### config.mk
export PLATFORM = sky130hd
export DESIGN_NAME = soc_ctrl_flat
export DESIGN_NICKNAME = d
export VERILOG_FILES = /design/src/obi_pkg.sv /design/src/mcu_pkg.sv /design/src/obi_if.sv /design/src/soc_ctrl.sv /design/src/flat_wrapper.sv
export VERILOG_INCLUDE_DIRS = /design/src
export SDC_FILE = /design/constraint.sdc
export NUM_CORES = 1
export LEC_CHECK = 0
export BUFFER_PORTS_ARGS = -buffer_cell sky130_fd_sc_hd__buf_4
export CORE_MARGIN = 2
export CORE_UTILIZATION = 56
export CTS_BUF_LIST = sky130_fd_sc_hd__clkbuf_8
export DETAILED_ROUTE_END_ITERATION = 8
export PLACE_DENSITY = 0.87
export REMOVE_ABC_BUFFERS = 1
export SYNTH_ARGS = -nofsm -noshare
export SYNTH_HDL_FRONTEND = slang
export SYNTH_SLANG_ARGS = --single-unit
### constraint.sdc
create_clock -name clk_i -period 1.5 [get_ports clk_i]
set_input_delay 0.15 -clock clk_i [delete_from_list [all_inputs] [get_ports clk_i]]
set_output_delay 0.15 -clock clk_i [all_outputs]
set_load 0.02 [all_outputs]
### src/mini_mcu_config.svh
//**************************************************
// mini mcu build configuration
// bank count, bank depth and SoC control base
//**************************************************

`ifndef MINI_MCU_CONFIG_SVH
`define MINI_MCU_CONFIG_SVH

// number of sram banks on the bus
`define MCU_NUM_BANKS 2

// words per bank, keep a power of two
`define MCU_BANK_WORDS 256

// byte base of the soc control registers, 16-byte aligned
`define MCU_SOC_BASE 32'h2000_0000

`endif
### src/obi_pkg.sv
//**************************************************
// obi_pkg: system bus widths and operation codes
//**************************************************

`default_nettype none

package obi_pkg;

  // address, data and byte enable widths
  localparam int unsigned OBI_AW  = 32;
  localparam int unsigned OBI_DW  = 32;
  localparam int unsigned OBI_BEW = OBI_DW / 8;

  // bus operation, taken straight from we
  typedef enum logic {
    OBI_READ  = 1'b0,
    OBI_WRITE = 1'b1
  } obi_op_e;

endpackage  // obi_pkg

`default_nettype wire

### src/mcu_pkg.sv
//**************************************************
// mcu_pkg: memory map regions, soc register map
// and address helper constants
//**************************************************

`default_nettype none

`include "mini_mcu_config.svh"

package mcu_pkg;
  import obi_pkg::*;

  // decode target of a request
  typedef enum logic [1:0] {
    REGION_BANK = 2'd0,
    REGION_SOC  = 2'd1,
    REGION_ERR  = 2'd2
  } mcu_region_e;

  // soc register index, word offset inside the soc block
  typedef enum logic [1:0] {
    SOC_EXIT_VALUE  = 2'd0,
    SOC_SCRATCH     = 2'd1,
    SOC_EXIT_STATUS = 2'd2
  } soc_reg_e;

  // word index bits inside a bank and byte offset bits of a bank
  localparam int unsigned MCU_BANK_AW    = $clog2(`MCU_BANK_WORDS);
  localparam int unsigned MCU_BANK_OFS_W = MCU_BANK_AW + 2;
  localparam int unsigned MCU_BANK_SEL_W = OBI_AW - MCU_BANK_OFS_W;

  localparam logic [OBI_AW-1:0] MCU_BANK_SPAN = `MCU_NUM_BANKS * `MCU_BANK_WORDS * 4;
  localparam logic [OBI_AW-1:0] MCU_SOC_BASE  = `MCU_SOC_BASE;
  localparam logic [OBI_AW-1:0] MCU_SOC_SPAN  = 32'd16;

endpackage  // mcu_pkg

`default_nettype wire

### src/obi_if.sv
//**************************************************
// obi_if: internal request/response bus between
// the decoder, the slaves and the response mux
//**************************************************

`timescale 1ns/1ps
`default_nettype none

interface obi_if
  import obi_pkg::*;
();

  // request side, one-cycle strobe, no grant
  logic               req;
  logic               we;
  logic [OBI_BEW-1:0] be;
  logic [OBI_AW-1:0]  addr;
  logic [OBI_DW-1:0]  wdata;

  // response side
  logic               rvalid;
  logic [OBI_DW-1:0]  rdata;

  modport master(output req, we, be, addr, wdata);
  modport slave(input req, we, be, addr, wdata, output rvalid, rdata);
  modport monitor(input rvalid, rdata);

endinterface  // obi_if

`default_nettype wire

### src/soc_ctrl.sv
//**************************************************
// soc_ctrl: exit value, exit valid and scratch
// registers on the system bus
//**************************************************

`timescale 1ns/1ps
`default_nettype none

module soc_ctrl
  import obi_pkg::*;
  import mcu_pkg::*;
(
  input  logic              clk_i,
  input  logic              rst_i,
  obi_if.slave              bus_i,
  output logic              exit_valid_o,
  output logic [OBI_DW-1:0] exit_value_o
);

  logic [OBI_DW-1:0] exit_value_q;
  logic [OBI_DW-1:0] scratch_q;
  logic              exit_valid_q;
  soc_reg_e          reg_idx;
  obi_op_e           op;

  // soc base is 16-byte aligned, so bits 3:2 give the register
  assign reg_idx = soc_reg_e'(bus_i.addr[3:2]);
  assign op      = obi_op_e'(bus_i.we);

  function automatic logic [OBI_DW-1:0] be_merge(input logic [OBI_DW-1:0]  old_word,
                                                 input logic [OBI_DW-1:0]  new_word,
                                                 input logic [OBI_BEW-1:0] be);
    logic [OBI_DW-1:0] res;
    res = old_word;
    for (int b = 0; b < OBI_BEW; b++) begin
      if (be[b]) res[8*b +: 8] = new_word[8*b +: 8];
    end
    return res;
  endfunction

  always_ff @(posedge clk_i) begin
    if (rst_i) begin
      exit_value_q <= '0;
      exit_valid_q <= 1'b0;
      scratch_q    <= '0;
    end else if (bus_i.req && op == OBI_WRITE) begin
      case (reg_idx)
        SOC_EXIT_VALUE: begin
          exit_value_q <= be_merge(exit_value_q, bus_i.wdata, bus_i.be);
          // sticky until reset
          exit_valid_q <= 1'b1;
        end
        SOC_SCRATCH: scratch_q <= be_merge(scratch_q, bus_i.wdata, bus_i.be);
        default: ;
      endcase
    end
  end

  always_ff @(posedge clk_i) begin
    if (bus_i.req) begin
      if (op == OBI_WRITE) begin
        bus_i.rdata <= '0;
      end else begin
        case (reg_idx)
          SOC_EXIT_VALUE:  bus_i.rdata <= exit_value_q;
          SOC_SCRATCH:     bus_i.rdata <= scratch_q;
          SOC_EXIT_STATUS: bus_i.rdata <= {{(OBI_DW-1){1'b0}}, exit_valid_q};
          default:         bus_i.rdata <= '0;
        endcase
      end
    end
  end

  always_ff @(posedge clk_i) begin
    if (rst_i) begin
      bus_i.rvalid <= 1'b0;
    end else begin
      bus_i.rvalid <= bus_i.req;
    end
  end

  assign exit_valid_o = exit_valid_q;
  assign exit_value_o = exit_value_q;

endmodule  // soc_ctrl

`default_nettype wire

### src/flat_wrapper.sv
// flat-port wrapper written by rule: the top's interface ports become plain ports
module soc_ctrl_flat import obi_pkg::*; import mcu_pkg::*;
  (clk_i, rst_i, exit_valid_o, exit_value_o, bus_i_req, bus_i_we, bus_i_be, bus_i_addr, bus_i_wdata, bus_i_rvalid, bus_i_rdata);
  obi_if bus_i_i ();
  input  logic clk_i;
  input  logic rst_i;
  output logic exit_valid_o;
  output logic [OBI_DW-1:0] exit_value_o;
  input wire logic [$bits(bus_i_i.req)-1:0] bus_i_req;
  input wire logic [$bits(bus_i_i.we)-1:0] bus_i_we;
  input wire logic [$bits(bus_i_i.be)-1:0] bus_i_be;
  input wire logic [$bits(bus_i_i.addr)-1:0] bus_i_addr;
  input wire logic [$bits(bus_i_i.wdata)-1:0] bus_i_wdata;
  output wire logic [$bits(bus_i_i.rvalid)-1:0] bus_i_rvalid;
  output wire logic [$bits(bus_i_i.rdata)-1:0] bus_i_rdata;
  assign bus_i_i.req = bus_i_req;
  assign bus_i_i.we = bus_i_we;
  assign bus_i_i.be = bus_i_be;
  assign bus_i_i.addr = bus_i_addr;
  assign bus_i_i.wdata = bus_i_wdata;
  assign bus_i_rvalid = bus_i_i.rvalid;
  assign bus_i_rdata = bus_i_i.rdata;
  soc_ctrl u_core (.clk_i(clk_i), .rst_i(rst_i), .bus_i(bus_i_i), .exit_valid_o(exit_valid_o), .exit_value_o(exit_value_o));
endmodule
==> qor.yml <==
max_slew_margin_pct: 63.0
num_antenna_cells: 0
slowest_stage: "edfxtp_1"
final_nets: 547
fp-row-count: 31
hold_buffers: 0
synth.largest_area_cell: "dfxtp_1"
drtIter0Drc: 122
worst-r2r-cell-count: 3
criticalPathCategory: "flop to output port"
fmax_mhz: 939
port_buffers: 107
multi_input_area_um2: 1860
grt_max_degree: 99
cts_num_sinks: 98
reg2reg_to: "u_core.bus_i.rdata[0]$_SDFFCE_PP0P_"
outcome: "complete, no violations"
yosys.area.top_type_share_pct: 31.1
avgSynthCellArea_um2: 11.6
nFillCells: 519
post_cts_resized: 0
cts_tree: "built"
area_growth_pct: 26.7
core_area_um2: 7290
clock_path_buffers: 2
r2r_setup_slack_ps: 600
grt_setup_unrepaired: "false"
grt_pass1_wl_um: 14800
p_total_mw: 5.11
grt-ovfl-total: 0
gp_congestion: 0.743
final_hold_viol_count: 0
clock_latency_ps: 340
ys_warn_count: 0
cts_setup_buffers: 0
initial_utilization_pct: 58.3
yosysSeqAreaShare_pct: 53.7
timing.rr.start: "u_core.exit_value_o[0]$_SDFFE_PP0P_"
io_pins: 138
drc: 0
postSynthCellCount: 367
ant_nets: 0
min_period_ps: 1070
critPathMaxStageDelay_ps: 410
holdCritStartpoint: "bus_i_req"
cts_htree_levels: 3
crit_cells: 1
ys_ff_latch: 98
dp_hpwl_um: 6230
worstSetupStartpointType: "flop"
crit_buf_inv: 1
routedWlPerCell_um: 15.5
worstMarginPinSlew_ps: 555
crit_path_end_kind: "output port"
worstPathArrival_ps: 920
leakagePower_nw: 2.36
fp.dieH_um: 91.1
totalWireLength_um: 8990
crit_family: "flip-flops"
maxCapViolCount: 0
antenna_found_initial: 0
hold_path.class: "input pin to flop"
cp-startpoint: "u_core.bus_i.rdata[28]$_SDFFCE_PP0P_"
ys_top_cells_by_area: "dfxtp_1 (31%), mux2i_1 (23%), edfxtp_1 (23%)"
dr.pass1.iters: 5
design.die.area_um2: 8300
die_w_um: 91.1
fin_setup_tns_ps: 0
worstPathRequired_ps: 1350
crit_path_cell_trace: "buf_4"
first_global_vias: 3029
vdd_ir_drop_max_mv: 0.498
slew_violations: 0
endpoint: "bus_i_rdata[28]"
drive_gt1_share_pct: 29.4
ff_latch_area_um2: 2280
ys_types: 24
fin_skew_ps: 12.9
finalSetupViolCount: 0
ctsRootBufferMaster: "clkbuf_8"
cts_buffers: 9
vias: 2961
p_per_area_nw_per_um2: 950
cts.clk_slew.worst_paths_ps: 80
netlist_area_um2: 4250
grt_usage_pct: 22.2
critical_path_peak_fanout: 1
vias_per_cell: 5.11
fin_crit_sh_pct: 71.0
-- metal layers --
metal / routed length [um] / global-route usage [%] / share of wire (%) / up-vias
li1: - / - / - / 1457
met1: 4000 / 29.4 / 45 / 1406
met2: 4500 / 38.2 / 50 / 88
met3: 362 / 2.90 / 4.0 / 10
met4: 116 / 6.57 / 1.3 / 0
met5: 0 / 0 / 0 / -
-- cells in the mapped netlist --
master    number
nand3_1        4
or2_1          1
o22a_1         1
nor2_2         2
nand3_4        1
nor2b_1        1
and3_4         1
nand2_1        1
nand3_2        3
and3_1         1
nor2_4         1
buf_2          6
a21oi_1        1
buf_4          1
buf_6          3
nand2b_1      97
edfxtp_1      32
mux2i_1       96
and2_1         1
nor3_1         2
nor2b_2        1
nor2_1        33
dfxtp_1       66
clkbuf_1      11
-- layout make-up --
class | count | area share [%]
Timing Repair Buffer | 118 | 16.9
Clock buffer | 9 | 2.30
Sequential cell | 98 | 42.4
Multi-Input combinational cell | 248 | 34.5
Tap cell | 99 | 2.30
Clock inverter | 7 | 1.63
-- cell families (layout without fill, tap and decap cells) --
logic type | Yosys count | count (layout) | share of synthesized area [%]
AO/OA/AOI/OAI | 2 | 2 | 0.324
buffers and inverters | 21 | 134 | 2.65
flip-flops | 98 | 98 | 53.7
multiplexers | 96 | 96 | 22.6
AND/OR/NAND/NOR | 150 | 150 | 20.7
-- placed cells by master, fill, tap and decap left out, drive strengths merged, types with 8 or more instances in the layout --
| cell type | count |
|---|---|
| buf | 118 |
| clkbuf | 9 |
| dfxtp | 66 |
| edfxtp | 32 |
| mux2i | 96 |
| nand2b | 97 |
| nand3 | 8 |
| nor2 | 36 |
-- power by group --
part	internal [mW]	switching, mW
combinational	0.244	0.259
sequential	2.79	0.0260
clock	0.926	0.870
-- how the worst min path moves through the flow --
| stage | endpoint | slack (ps) | cells after the start |
|---|---|---|---|
| detailed placement | u_core.bus_i.rdata[16]$_SDFFCE_PP0P_ | 390 | 1 |
| finish | u_core.bus_i.rdata[16]$_SDFFCE_PP0P_ | 60 | 1 |
| CTS | u_core.bus_i.rdata[16]$_SDFFCE_PP0P_ | 40 | 1 |
| floorplan | u_core.bus_i.rvalid$_SDFF_PP0_ | 220 | 1 |
| global placement | u_core.bus_i.rdata[16]$_SDFFCE_PP0P_ | 390 | 1 |
| global route | u_core.bus_i.rdata[16]$_SDFFCE_PP0P_ | 40 | 1 |
-- metrics by stage --
step	area, um2	utilization, %	hold WS [ps]	worst slack (ps)	cells
after floorplan	4140	-	222	309	346
after global placement	5170	70.9	394	200	563
after detailed placement	5170	70.9	395	175	563
after CTS	5380	73.8	40.7	424	579
after global routing	5380	73.8	39.6	397	579
final	5380	73.8	56.9	435	579
-- registers in the layout, indices dropped and copies added (netlist names) --
name                 count
u_core.exit_valid_o      1
u_core.scratch_q        32
u_core.bus_i.rdata      32
u_core.exit_value_o     32
u_core.bus_i.rvalid      1
No activity file was read; power rests on OpenSTA's default activity.
